===== src/dual_issue_pkg.sv =====
package dual_issue_pkg;

    typedef logic [4:0]  reg_addr_t;
    typedef logic [31:0] word_t;

    // One instruction word, seen either as R-type or as I-type
    typedef union packed {
        struct packed {
            logic [5:0] opcode;
            reg_addr_t  rs;
            reg_addr_t  rt;
            reg_addr_t  rd;
            logic [4:0] shamt;
            logic [5:0] funct;
        } r;
        struct packed {
            logic [5:0]  opcode;
            reg_addr_t   rs;
            reg_addr_t   rt;
            logic [15:0] imm;
        } i;
    } inst_word_t;

    localparam int NUM_REGS = 32;

    // Primary opcodes
    localparam logic [5:0] OP_SPECIAL = 6'h00;
    localparam logic [5:0] OP_ADDIU   = 6'h09;
    localparam logic [5:0] OP_SLTI    = 6'h0a;
    localparam logic [5:0] OP_ANDI    = 6'h0c;
    localparam logic [5:0] OP_ORI     = 6'h0d;
    localparam logic [5:0] OP_XORI    = 6'h0e;
    localparam logic [5:0] OP_LUI     = 6'h0f;

    // SPECIAL function codes
    localparam logic [5:0] FN_SLL  = 6'h00;
    localparam logic [5:0] FN_SRL  = 6'h02;
    localparam logic [5:0] FN_ADDU = 6'h21;
    localparam logic [5:0] FN_SUBU = 6'h23;
    localparam logic [5:0] FN_AND  = 6'h24;
    localparam logic [5:0] FN_OR   = 6'h25;
    localparam logic [5:0] FN_XOR  = 6'h26;
    localparam logic [5:0] FN_NOR  = 6'h27;
    localparam logic [5:0] FN_SLT  = 6'h2a;
    localparam logic [5:0] FN_SLTU = 6'h2b;

    typedef enum logic [3:0] {
        ALU_ADD,
        ALU_SUB,
        ALU_AND,
        ALU_OR,
        ALU_XOR,
        ALU_NOR,
        ALU_SLT,
        ALU_SLTU,
        ALU_SLL,
        ALU_SRL,
        ALU_LUI
    } alu_op_t;

endpackage


===== src/exec_lane.sv =====
`timescale 1ns/1ps

module exec_lane (
    input  logic                       clk,
    input  logic                       rst_n,
    input  logic                       issue_valid,
    input  dual_issue_pkg::inst_word_t issue_inst,
    input  dual_issue_pkg::word_t      rs_data,
    input  dual_issue_pkg::word_t      rt_data,
    output dual_issue_pkg::reg_addr_t  rs_addr,
    output dual_issue_pkg::reg_addr_t  rt_addr,
    output logic                       ex_we,
    output dual_issue_pkg::reg_addr_t  ex_dest,
    output dual_issue_pkg::word_t      ex_data,
    output logic                       wb_we,
    output dual_issue_pkg::reg_addr_t  wb_dest,
    output dual_issue_pkg::word_t      wb_data
);
    import dual_issue_pkg::*;

    alu_op_t   id_op;
    logic      id_legal;
    logic      id_is_shift;
    logic      id_zext;
    logic      id_use_imm;
    reg_addr_t id_dest;
    word_t     id_imm;
    word_t     id_a;
    word_t     id_b;

    alu_op_t   ex_op;
    word_t     ex_a;
    word_t     ex_b;

    assign rs_addr = issue_inst.r.rs;
    assign rt_addr = issue_inst.r.rt;

    always_comb begin
        id_op       = ALU_ADD;
        id_legal    = 1'b1;
        id_is_shift = 1'b0;
        id_zext     = 1'b0;
        id_use_imm  = 1'b1;
        id_dest     = issue_inst.i.rt;
        case (issue_inst.r.opcode)
            OP_SPECIAL: begin
                id_use_imm = 1'b0;
                id_dest    = issue_inst.r.rd;
                case (issue_inst.r.funct)
                    FN_ADDU: id_op = ALU_ADD;
                    FN_SUBU: id_op = ALU_SUB;
                    FN_AND:  id_op = ALU_AND;
                    FN_OR:   id_op = ALU_OR;
                    FN_XOR:  id_op = ALU_XOR;
                    FN_NOR:  id_op = ALU_NOR;
                    FN_SLT:  id_op = ALU_SLT;
                    FN_SLTU: id_op = ALU_SLTU;
                    FN_SLL: begin
                        id_op       = ALU_SLL;
                        id_is_shift = 1'b1;
                    end
                    FN_SRL: begin
                        id_op       = ALU_SRL;
                        id_is_shift = 1'b1;
                    end
                    default: id_legal = 1'b0;
                endcase
            end
            OP_ADDIU: id_op = ALU_ADD;
            OP_SLTI:  id_op = ALU_SLT;
            OP_ANDI: begin
                id_op   = ALU_AND;
                id_zext = 1'b1;
            end
            OP_ORI: begin
                id_op   = ALU_OR;
                id_zext = 1'b1;
            end
            OP_XORI: begin
                id_op   = ALU_XOR;
                id_zext = 1'b1;
            end
            OP_LUI:  id_op = ALU_LUI;
            default: id_legal = 1'b0;
        endcase
    end

    assign id_imm = id_zext ? {16'h0000, issue_inst.i.imm}
                            : {{16{issue_inst.i.imm[15]}}, issue_inst.i.imm};

    // Shifts move rt by shamt
    assign id_a = id_is_shift ? rt_data : rs_data;
    assign id_b = id_is_shift ? {27'd0, issue_inst.r.shamt} :
                  id_use_imm  ? id_imm : rt_data;

    always_ff @(posedge clk or negedge rst_n) begin
        if (!rst_n) begin
            ex_we <= 1'b0;
            wb_we <= 1'b0;
        end else begin
            // Undefined ops and r0 targets retire silently
            ex_we <= issue_valid && id_legal && (id_dest != '0);
            wb_we <= ex_we;
        end
    end

    always_ff @(posedge clk) begin
        ex_op   <= id_op;
        ex_a    <= id_a;
        ex_b    <= id_b;
        ex_dest <= id_dest;
        wb_dest <= ex_dest;
        wb_data <= ex_data;
    end

    always_comb begin
        case (ex_op)
            ALU_ADD:  ex_data = ex_a + ex_b;
            ALU_SUB:  ex_data = ex_a - ex_b;
            ALU_AND:  ex_data = ex_a & ex_b;
            ALU_OR:   ex_data = ex_a | ex_b;
            ALU_XOR:  ex_data = ex_a ^ ex_b;
            ALU_NOR:  ex_data = ~(ex_a | ex_b);
            ALU_SLT:  ex_data = {31'd0, $signed(ex_a) < $signed(ex_b)};
            ALU_SLTU: ex_data = {31'd0, ex_a < ex_b};
            ALU_SLL:  ex_data = ex_a << ex_b[4:0];
            ALU_SRL:  ex_data = ex_a >> ex_b[4:0];
            ALU_LUI:  ex_data = {ex_b[15:0], 16'h0000};
            default:  ex_data = '0;
        endcase
    end

    assert property (@(posedge clk) disable iff (!rst_n)
        wb_we |-> wb_dest != '0);

endmodule


===== config.mk =====
export PLATFORM = sky130hd
export DESIGN_NAME = exec_lane
export DESIGN_NICKNAME = d
export VERILOG_FILES = /design/src/dual_issue_pkg.sv /design/src/exec_lane.sv
export SDC_FILE = /design/constraint.sdc
export NUM_CORES = 1
export LEC_CHECK = 0
export BUFFER_PORTS_ARGS = -buffer_cell sky130_fd_sc_hd__buf_2
export CELL_PAD_IN_SITES_DETAIL_PLACEMENT = 1
export CELL_PAD_IN_SITES_GLOBAL_PLACEMENT = 2
export CORE_MARGIN = 3
export CORE_UTILIZATION = 37
export CTS_CLUSTER_DIAMETER = 200
export DETAILED_ROUTE_END_ITERATION = 16
export PLACE_DENSITY_LB_ADDON = 0.2
export SLEW_MARGIN = 20
export SYNTH_ARGS = -nofsm -noshare
export SYNTH_HDL_FRONTEND = slang
export SYNTH_SLANG_ARGS = --single-unit

===== constraint.sdc =====
create_clock -name clk -period 6.7 [get_ports clk]
set_input_delay 0.67 -clock clk [delete_from_list [all_inputs] [get_ports clk]]
set_output_delay 0.67 -clock clk [all_outputs]
set_load 0.005 [all_outputs]

# Yosys cells after proc, flatten, opt, wreduce, memory -nomap -nowiden
# Cells that the tools add are included.
# totals
register_bits,112
input_bits,99
word_cells,67
# op_classes
addsub,2
order_cmp,2
n_eq_ne,25
shifts,2
mux,13
bitwise_logic,4
n_reduce_logical,10
# ops
op,n
32-bit one-hot mux with 11 select lines,1
32-bit 2-to-1 mux,3
32-bit less-than comparator,2
6-bit equality test (second input constant),8
6-bit by 4-bit equality test with 1-bit output (second input constant),6
4-bit one-hot mux with 9 select lines,1
32-bit adder,1
32-bit bitwise AND,1
32-bit inverter,1
32-bit OR,1
32-bit by 5-bit << shifter with 32-bit output,1
32-bit by 5-bit right shift with 32-bit output,1
32-bit subtractor,1
32-bit bitwise XOR,1
4-bit one-hot mux with 6 select lines,1
4-bit by 3-bit equality test with 1-bit output (second input constant),4
4-bit equality test (second input constant),3
6-bit logical NOT,2
5-bit 2-to-1 mux,2
10-bit OR reduction,1
4-bit by 2-bit equality test with 1-bit output (second input constant),2
6-bit by 2-bit equality test with 1-bit output (second input constant),1
6-bit OR reduction,1
5-bit nonzero test,1
7 further kinds,11

# Depth between registers and ports, before layout
# Gate-level depths: netlist of the first run.
# depth
word_depth,6
mapped_depth,17
ltp_nobuf,13

# Worst setup path before layout of the first run
# OpenSTA, ideal clock, no wires.
# synth_timing
path_type,register to output
from,register ex_b[3]
to,output port ex_data[27]
t_arrival_ns,3.794
t_required_ns,6.030
setup_slack_ns,2.236
path_stages_with_launch,17
n_path_buf,5
cell_sequence,dfxtp_1 -> clkbuf_1 -> inv_1 -> buf_2 -> buf_1 -> clkbuf_1 -> ha_1 -> buf_6 -> or4_4 -> a211oi_1 -> nor3_2 -> a21oi_2 -> o21ai_1 -> o41ai_2 -> a21oi_1 -> o221a_1 -> o221ai_1
# synth_between
elab_chain_cells,2
# synth_rtl
item,line_no,source
from (decl),exec_lane.sv:33,word_t ex_b;
from (signal assigned),exec_lane.sv:110,ex_b <= id_b;
32-bit subtractor (tied with other cells),exec_lane.sv:119,ALU_SUB: ex_data = ex_a - ex_b;
32-bit one-hot mux with 11 select lines *,exec_lane.sv:117,case (ex_op)
to (decl),exec_lane.sv:14,"output dual_issue_pkg::word_t ex_data,"
# Mark *: on every way between the ends. The rest lies on a longest branch, timed or not.

# Worst setup path in the final report of the first run
# layout_timing
from,register ex_b[2]
to,output port ex_data[12]
# Same word-level chain as after synthesis.

==> results of run 1 <==
-- metrics by stage --
| stage | utilization (%) | worst slack (ps) | hold WS, ps | power, mW | cells |
|---|---|---|---|---|---|
| floorplan | - | 2240 | 353 | 1.40 | 1514 |
| CTS | 42.2 | 1540 | 48.8 | 2.32 | 2003 |
| global route | 42.2 | 1110 | 56.1 | 2.45 | 2003 |
| finish | 42.2 | 1360 | 61.7 | 2.32 | 2003 |
| global placement | 41.4 | 1890 | 339 | 1.76 | 1988 |
| detailed placement | 41.4 | 1970 | 335 | 1.77 | 1988 |
-- worst max path at each step --
stage | endpoint | slack (ps) | cells after the start
after floorplan | ex_data[27] | 2240 | 16
after global placement | ex_data[12] | 1890 | 14
after detailed placement | ex_data[12] | 1970 | 14
after CTS | ex_data[12] | 1540 | 14
after global routing | ex_data[12] | 1110 | 14
final | ex_data[12] | 1360 | 14
-- area by class of cell --
class | instances | area, µm² | area share (%)
Timing Repair Buffer | 197 | 1040 | 7.97
Multi-Input combinational cell | 1182 | 8640 | 66.0
Sequential cell | 112 | 2260 | 17.3
Inverter | 101 | 379 | 2.90
Clock buffer | 9 | 225 | 1.72
Clock inverter | 6 | 50.0 | 0.382
Tap cell | 396 | 495 | 3.79
-- kinds of logic after synthesis --
family                     Yosys count
muxes                              120
and+or+nand+nor                    437
AOI/OAI and AO/OA                  517
adders and majority gates          103
buffers and inverters              220
DFF                                112
xor gates and xnor gates             5
-- worst reg2reg max path, delay by kind of cell (launching register included) --
family / cells / cell delay (ps)
compound gates: 9 / 2490
fa+ha+maj: 1 / 490
buf+inv: 2 / 540
flops: 1 / 310
simple gates: 1 / 190
-- flip-flops by register name, summed over array words and instances (netlist names) --
register,flops
ex_b,32
ex_we,1
wb_data,32
wb_we,1
ex_a,32
ex_op,4
wb_dest,5
ex_dest,5
-- where the power goes --
part / switching [mW] / leakage [nW] / total (mW) / internal [mW]
Combinational: 0.600 / 4.64 / 0.976 / 0.376
Clock: 0.283 / 0.135 / 0.540 / 0.257
Sequential: 0.0695 / 0.955 / 0.804 / 0.735
-- layout by cell type, fill, tap and decap left out, drive strengths merged, types with 32 or more instances in the layout --
cell     n
a21oi  131
buf    197
dfxtp  110
ha     101
inv    104
mux2    37
mux2i   51
mux4    32
nand2  138
nor2   157
nor3    34
o21ai   99
-- layer usage --
| layer | share of wire [%] | up-vias | GRT usage [%] |
|---|---|---|---|
| met1 | 45 | 6417 | 44.9 |
| met3 | 8.3 | 100 | 7.24 |
| met2 | 42 | 569 | 47.1 |
| met5 | 0 | - | 0 |
| li1 | - | 5779 | - |
| met4 | 4.7 | 0 | 15.6 |
==> flow_metrics.tcl, run 1 <==
set metrics [dict create \
    status "finished, final reports clean" \
    grt_max_degree 82 \
    postSynth.asyncResetShare_pct 1.79 \
    cp_max_fo 44 \
    crit_start "ex_b[2]" \
    synth-simple-area-share_pct 16.7 \
    htreeDepth 3 \
    ys_ff_latch 112 \
    r2r_cells 13 \
    cts_tree "yes" \
    drc 0 \
    worstPathArrival_ps 4670 \
    synth.distinct_cells 88 \
    synth_top_area_share_pct 18.7 \
    grt_setup_unrepaired "false" \
    port-buffer-count 174 \
    drv_slew 0 \
    synth.avg_cell_area_um2 7.80 \
    hpwl_um 42800 \
    fin_area_mm2 0.0131 \
    synth.most_common_cell "nor2_1" \
    first_global_vias 12698 \
    synthXorXnorAreaFrac_pct 0.371 \
    crit_path_top_delay_cell "o31ai_1" \
    max_cap_violations 0 \
    drt_first_pass_iters 6 \
    startpoint_type "flip-flop" \
    critPathTopFamily "compound AO/OA/AOI/OAI gates" \
    clk_latency_ps 390 \
    postCtsSetupRepairBufs 0 \
    wl_um 55900 \
    powerDensity_mw_per_mm2 177 \
    synth.top_cells.by_count "nor2_1, nand2_1, a21oi_1, dfxtp_1, ha_1" \
    root_buffer "clkbuf_16" \
    syn-cell-area_mm2 0.0118 \
    antenna_found_initial 0 \
    relSlewSlack_pct 27.1 \
    hold_viol_final 0 \
    critPathKind "flip-flop to output port" \
    clock_skew_ps 16.9 \
    grt_pass1_wl_um 82300 \
    clock.fmax_mhz 187 \
    synth_top_family_by_area "compound AO/OA/AOI/OAI gates" \
    coreArea_mm2 0.0310 \
    placed_area_mm2 0.0128 \
    period_share_pct 79.7 \
    routabilityCongestion 0.953 \
    layout.nets 1805 \
    track_usage_pct 32.3 \
    n_antenna_cell 0 \
    final_layout_size_suffix_gt1_share_pct 19.6 \
    drtIter0Drc 1397 \
    vias 12865 \
    yosysTopAreaCell "dfxtp_1" \
    clk_pin_slew_ps 70 \
    power_leakage_nw 5.73 \
    rrSetupSlack_ps 2420 \
    cp.buffers_inverters 3 \
    synth-adder-area-share_pct 11.0 \
    synth.mux.area_fraction_pct 14.0 \
    cpPeakStageDelay_ps 660 \
    min_path_type "primary input to asynchronous set/reset pin" \
    cts_hold_buf 0 \
    synth_top_cells_by_area "dfxtp_1, ha_1, mux4_2" \
    path_cells "clkinv_1, buf_4, ha_1, nor2b_1, o31ai_1, a21oi_1, a21o_1, a21o_1, a21oi_1, o21bai_1, a221o_1, o21ai_0, o2111ai_1, buf_2" \
    ios 185 \
    syn_inst 1514 \
    required_ps 6030 \
    timing.rr.start "ex_b[2]" \
    die_h_um 185 \
    synth_edf_count 0 \
    synth_fp_nets 1716 \
    yosys_warnings 0 \
    start_util_pct 38.1 \
    via_per_inst 6.42 \
    rr_endpoint "wb_data[12]" \
    critPathCaptureType "output port" \
    ctsResizeCount 0 \
    ant_nets 0 \
    tns_ps 0 \
    rows 64 \
    worst_slew_pin_slew_ps 1080 \
    setup_viol 0 \
    yosysSeqAreaShare_pct 19.1 \
    ir_drop_mv 0.145 \
    nFillCells 3833 \
    synthToLayoutAreaGrowth_pct 10.9 \
    dieWidth_um 185 \
    numCtsBuffers 9 \
    synth_compound_area_share_pct 30.8 \
    grt-ovfl-total 0 \
    fin_crit_ps 5340 \
    synth_top_flop_cell "dfxtp_1" \
    dieArea_mm2 0.0341 \
    cts.sinks 112 \
    wl_per_cell_um 27.9 \
    clockBufferDepth 2 \
]
No activity file was read; power rests on OpenSTA's default activity.
==> run 2, diff against run 1 <==
ABC_AREA = 1   (was not set)
CORE_UTILIZATION = 27   (was 37)
clock period = 4.38 ns   (was 6.7 ns; I/O delays follow)
==> run 2 against run 1 <==
  * Synthesized cell count up 64%
  * Register-to-register slack lost 1100 ps
  * Final area is 16% higher
  * Non-clock buffer count grew 13
  * Largest cell class unchanged
  * Area after synthesis grew 16%
  * Worst hold slack better by 170 ps
  * Highest routed layer unchanged
  * Critical path type unchanged
  * Largest power group unchanged
  * Via count increased by 33%
  * Total power is 68% higher
  * Die area grew 56%
  * Worst setup slack lost 920 ps
==> flow_metrics.tcl, run 2 <==
set metrics [dict create \
    ios 185 \
    yosys_warnings 0 \
    final_layout_size_suffix_gt1_share_pct 10.3 \
    critPathTopFamily "simple AND/OR/NAND/NOR gates" \
    drtIter0Drc 1430 \
    relSlewSlack_pct 39.2 \
    synthXorXnorAreaFrac_pct 0.0642 \
    cp_max_fo 8 \
    synth_fp_nets 2692 \
    grt-ovfl-total 0 \
    grt_setup_unrepaired "false" \
    rr_endpoint "wb_data[22]" \
    dieArea_mm2 0.0532 \
    hold_start "rs_data[27]" \
    synth.avg_cell_area_um2 5.48 \
    timing.rr.start "ex_b[4]" \
    syn_inst 2490 \
    start_util_pct 27.6 \
    synth_top_flop_cell "dfxtp_1" \
    min_path_type "primary input to flip-flop" \
    syn-cell-area_mm2 0.0136 \
    yosysSeqAreaShare_pct 16.5 \
    synth-adder-area-share_pct 9.56 \
    nFillCells 6856 \
    drv_slew 0 \
    drt_first_pass_iters 7 \
    clock_skew_ps 29.6 \
    clk_pin_slew_ps 100 \
    worst_slew_pin_slew_ps 912 \
    vias 17066 \
    synth.mux.area_fraction_pct 0 \
    critPathCaptureType "output port" \
    worst_path_most_repeated_cell "nand2_1" \
    cp.buffers_inverters 2 \
    sequentialPowerShare_pct 30.8 \
    r2r_cells 13 \
    powerDensity_mw_per_mm2 256 \
    cts_tree "yes" \
    intPower_mw 2.07 \
    dieWidth_um 231 \
    yosysTopAreaCell "nand2_1" \
    coreArea_mm2 0.0495 \
    power.switching_mw 1.83 \
    startpoint_type "flip-flop" \
    swShare_pct 46.9 \
    multiInputGateArea_mm2 0.00936 \
    numCtsBuffers 9 \
    layout.nets 2788 \
    routabilityCongestion 0.991 \
    ctsResizeCount 0 \
    clkPwrFrac_pct 25.2 \
    via_per_inst 5.24 \
    synth.distinct_cells 51 \
    required_ps 3940 \
    synth-simple-area-share_pct 47.2 \
    combPwrFrac_pct 44.0 \
    synth.most_common_cell "nand2_1" \
    place_inst 3238 \
    n_antenna_cell 0 \
    clk_latency_ps 420 \
    p_total_mw 3.91 \
    cpPeakStageDelay_ps 570 \
    max_cap_violations 0 \
    setup_viol 0 \
    period_share_pct 90.0 \
    synth_edf_count 0 \
    postSynth.asyncResetShare_pct 1.79 \
    tns_ps 0 \
    top_regs "ex_a (32), ex_b (32), wb_data (32)" \
    hold_viol_final 0 \
    port-buffer-count 174 \
    antenna_found_initial 0 \
    synth_top_cells_by_area "nand2_1, dfxtp_1, nand3_1" \
    synth_top_family_by_area "simple AND/OR/NAND/NOR gates" \
    ir_drop_mv 0.176 \
    clock.fmax_mhz 254 \
    mostFrequentLayoutCell "nand2_1" \
    rrSetupSlack_ps 1300 \
    synth.top_cells.by_count "nand2_1, nand3_1, inv_1, nor2_1, dfxtp_1" \
    register_area_mm2 0.00226 \
    track_usage_pct 28.2 \
    drc 0 \
    synth_top_area_share_pct 22.4 \
    ys_ff_latch 112 \
    hold-path-endpoint "ex_a[27]" \
    clockBufferDepth 2 \
    ant_nets 0 \
    path_cells "inv_1, ha_1, nand2_1, nor2_1, nand2_1, nand3b_1, nand2_1, nand2_1, nand2_1, nand2_1, nand2_1, nand3_1, nand3_1, buf_2" \
    fin_crit_ps 3940 \
    final_cell_mix "nand2_1, nand3_1, inv_1" \
    power_leakage_nw 8.28 \
    crit_path_top_delay_cell "ha_1" \
    hpwl_um 63600 \
    first_global_vias 16980 \
    worstPathArrival_ps 3510 \
    wl_um 76300 \
    status "finished, final reports clean" \
    synth_compound_area_share_pct 11.8 \
    die_h_um 231 \
    critPathKind "flip-flop to output port" \
    hold_path_depth 3 \
    synthToLayoutAreaGrowth_pct 11.8 \
    stdcell_count 3255 \
    wl_per_cell_um 23.4 \
    root_buffer "clkbuf_16" \
    htreeDepth 3 \
    grt_pass1_wl_um 111000 \
    rows 81 \
    cts.sinks 112 \
    grt_max_degree 80 \
]
[run 2: worst max-delay path by stage]
stage               slack [ps]     from     endpoint  cells past startpoint
floorplan                 1580  ex_b[3]   ex_data[0]                     18
global route               210  ex_b[4]  ex_data[22]                     14
detailed placement         820  ex_b[4]  ex_data[22]                     14
global placement           800  ex_b[4]  ex_data[22]                     14
CTS                        340  ex_b[4]  ex_data[22]                     14
finish                     440  ex_b[4]  ex_data[22]                     14
[run 2: cell families after synthesis]
logic type	after synthesis
adder cells (fa/ha/maj)	103
buffers and inverters	481
AO/OA/AOI/OAI	280
XOR/XNOR	1
AND/OR/NAND/NOR	1513
flip-flops	112
[run 2: cell type report]
class / instances / share of cell area [%]
Multi-Input combinational cell: 1897 / 61.4
Sequential cell: 112 / 14.8
Tap cell: 664 / 5.45
Inverter: 356 / 8.76
Timing Repair Buffer: 210 / 7.50
Clock inverter: 7 / 0.648
Clock buffer: 9 / 1.48
[run 2: routing by layer]
layer	up-vias	wire length, µm	track usage [%]
met5	-	0	0
li1	8129	-	-
met3	90	4590	3.73
met2	580	34400	45.8
met1	8267	34700	38.4
met4	0	2590	9.74
[run 2: power groups by stage]
stage          registers, mW  logic, mW  clock network [mW]
4_1_cts                 1.20       1.71                1.03
5_1_grt                 1.21       1.90                1.05
6_report                1.20       1.72               0.983
3_3_place_gp            1.22       1.68                   0
3_5_place_dp            1.23       1.70                   0
2_1_floorplan           1.21       1.01                   0
[run 2: worst reg2reg max path: stages, from the launching register on]
cell and delay (ps):
dfxtp_1 550, inv_1 350, ha_1 570, nand2_1 150
nor2_1 270, nand2_1 80, nand3b_1 220, nand2_1 110
nand2_1 190, nand2_1 100, nand2_1 70, nand2_1 40
nand3_1 90, nand3_1 130
[run 2: repair_timing]
item	4_1_cts	5_1_grt
endpoints found under the setup margin	0	0
hold buffers	1	0
setup buffers	0	0
endpoints found under the hold margin	2	0
[run 2: through the flow]
step | area (µm²) | hold slack (ps) | setup slack, ps | utilization [%]
after floorplan | 13600 | 142 | 1580 | -
after global placement | 14900 | 224 | 796 | 30.2
after detailed placement | 14900 | 227 | 822 | 30.2
after CTS | 15200 | 203 | 344 | 30.8
after global routing | 15200 | 240 | 212 | 30.8
final | 15200 | 231 | 437 | 30.8
==> run 3, diff against run 2 <==
--- a/config.mk
+++ b/config.mk
@@ -7,5 +7,5 @@
 export LEC_CHECK = 0
 export ABC_AREA = 1
-export BUFFER_PORTS_ARGS = -buffer_cell sky130_fd_sc_hd__buf_2
+export BUFFER_PORTS_ARGS = -buffer_cell sky130_fd_sc_hd__clkbuf_2
 export CELL_PAD_IN_SITES_DETAIL_PLACEMENT = 1
 export CELL_PAD_IN_SITES_GLOBAL_PLACEMENT = 2
==> constraint.sdc (replaced) <==
create_clock -name clk -period 4.38 [get_ports clk]
set_input_delay 0.438 -clock clk [delete_from_list [all_inputs] [get_ports clk]]
set_output_delay 0.438 -clock clk [all_outputs]
set_load 0.02 [all_outputs]
==> run 3 against run 2 <==
  * Global-route usage rose by 0.55 points
  * Sequential cell count unchanged
  * Core utilization about the same
  * Wire length rose by 1.6%
  * Largest cell class unchanged
  * Largest power group unchanged
==> flow_metrics.tcl, run 3 (same netlist as run 2, synthesis figures left out) <==
set metrics [dict create \
    swShare_pct 48.9 \
    grt_setup_unrepaired "false" \
    track_usage_pct 28.7 \
    drt_first_pass_iters 6 \
    placed_area_mm2 0.0149 \
    clock_skew_ps 24.2 \
    wl_um 77500 \
    worstPathArrival_ps 3540 \
    rrSetupSlack_ps 1290 \
    routabilityCongestion 0.981 \
    relSlewSlack_pct 43.1 \
    ant_nets 0 \
    dr_wl_met2_um 35700 \
    antenna_found_initial 4 \
    dieArea_mm2 0.0532 \
    status "finished, final reports clean" \
    rows 81 \
    cp_max_fo 8 \
    drc 0 \
    hold_path_depth 3 \
    fin_crit_ps 3980 \
    numCtsBuffers 9 \
    top_regs "ex_a (32), ex_b (32), wb_data (32)" \
    sequentialPowerShare_pct 29.7 \
    htreeDepth 3 \
    hpwl_um 65100 \
    die_h_um 231 \
    startpoint_type "flip-flop" \
    power.switching_mw 1.98 \
    stdcell_count 3256 \
    worst_slew_pin_slew_ps 854 \
    grt-ovfl-total 0 \
    dieWidth_um 231 \
    clk_latency_ps 420 \
    clkPwrFrac_pct 23.6 \
    wl_met3_um 4640 \
    clockBufferDepth 2 \
    root_buffer "clkbuf_16" \
    cts.sinks 112 \
    port-buffer-count 174 \
    synthToLayoutAreaGrowth_pct 11.9 \
    place_inst 3236 \
    coreArea_mm2 0.0495 \
    p_total_mw 4.06 \
    mostFrequentLayoutCell "nand2_1" \
    r2r_cells 13 \
    setup_viol 0 \
    via_per_inst 5.25 \
    fin_area_mm2 0.0153 \
    min_path_type "primary input to flip-flop" \
    cts_tree "yes" \
    grt_max_degree 80 \
    start_util_pct 27.6 \
    hold-path-endpoint "ex_a[22]" \
    intPower_mw 2.07 \
    ios 185 \
    tns_ps 0 \
    vias 17103 \
    critPathKind "flip-flop to output port" \
    hold_viol_final 0 \
    clk_pin_slew_ps 100 \
    layout.nets 2789 \
    combPwrFrac_pct 46.7 \
    power_leakage_nw 8.32 \
    nFillCells 6816 \
    top_layer "met5" \
    period_share_pct 90.9 \
    max_cap_violations 0 \
    wl_per_cell_um 23.8 \
    final_cell_mix "nand2_1, nand3_1, inv_1" \
    n_antenna_cell 0 \
    critPathCaptureType "output port" \
    rr_endpoint "wb_data[22]" \
    powerDensity_mw_per_mm2 266 \
    timing.rr.start "ex_b[4]" \
    required_ps 3940 \
    clock.fmax_mhz 251 \
    drtIter0Drc 1601 \
    first_global_vias 17068 \
    drv_slew 0 \
    hold_start "rs_data[22]" \
    final_layout_size_suffix_gt1_share_pct 10.4 \
    grt_pass1_wl_um 113000 \
    wl_met1_um 35200 \
    ir_drop_mv 0.181 \
]
[run 3: cell types whose count changed in the layout (fill, tap and decap cells not counted), sizes merged]
cell,before,now
clkbuf,9,183
buf,209,36
clkinvlp,0,1
inv,359,358
[run 3: how the worst max path moves through the flow]
| stage | start | endpoint | slack, ps | cells after the start |
|---|---|---|---|---|
| finish | ex_b[4] | ex_data[22] | 400 | 14 |
| global placement | ex_b[4] | ex_data[22] | 650 | 14 |
| floorplan | ex_b[3] | ex_data[0] | 1500 | 18 |
| global route | ex_b[4] | ex_data[22] | 160 | 14 |
| detailed placement | ex_b[4] | ex_data[22] | 640 | 14 |
| CTS | ex_b[4] | ex_data[22] | 180 | 14 |
[run 3: critical path, stage by stage (launching register included)]
cell	delay [ps]
dfxtp_1	660
clkinvlp_4	290
ha_1	500
nand2_1	160
nor2_1	270
nand2_1	90
nand3b_1	200
nand2_1	130
nand2_1	210
nand2_1	100
nand2_1	70
nand2_1	40
nand3_1	90
nand3_1	120
clkbuf_2	200
[run 3: power by group through the flow]
stage / logic [mW] / registers [mW] / clock network [mW]
detailed placement: 1.87 / 1.23 / 0
global placement: 1.86 / 1.22 / 0
floorplan: 1.09 / 1.29 / 0
global route: 2.07 / 1.21 / 1.02
CTS: 1.88 / 1.20 / 1.00
finish: 1.89 / 1.20 / 0.959
[run 3: final cells by class]
type / instances / area [µm²] / share of cell area, %
Tap cell: 664 / 831 / 5.44
Clock inverter: 7 / 88.8 / 0.582
Clock buffer: 9 / 225 / 1.48
Sequential cell: 112 / 2260 / 14.8
Multi-Input combinational cell: 1897 / 9360 / 61.3
Timing Repair Buffer: 211 / 1160 / 7.62
Inverter: 356 / 1340 / 8.78
[run 3: metal layers]
metal  GRT usage [%]  up-vias
li1                -     8137
met1            39.1     8278
met2            48.3      592
met3            4.13       94
met4            6.10        2
met5               0        -
[run 3: what timing repair did]
| item | in CTS | in global routing |
|---|---|---|
| hold buffers | 1 | 0 |
| setup endpoints to repair | 0 | 1 |
| hold endpoints to repair | 2 | 0 |
| resized for setup | 0 | 1 |
| buffers inserted | 0 | 3 |
[run 3: per-stage QoR]
step	hold slack (ps)	utilization, %	worst slack, ps
3_3_place_gp	224	30.1	647
5_1_grt	228	30.9	156
4_1_cts	212	30.8	179
6_report	223	30.9	399
2_1_floorplan	142	-	1500
3_5_place_dp	226	30.1	641
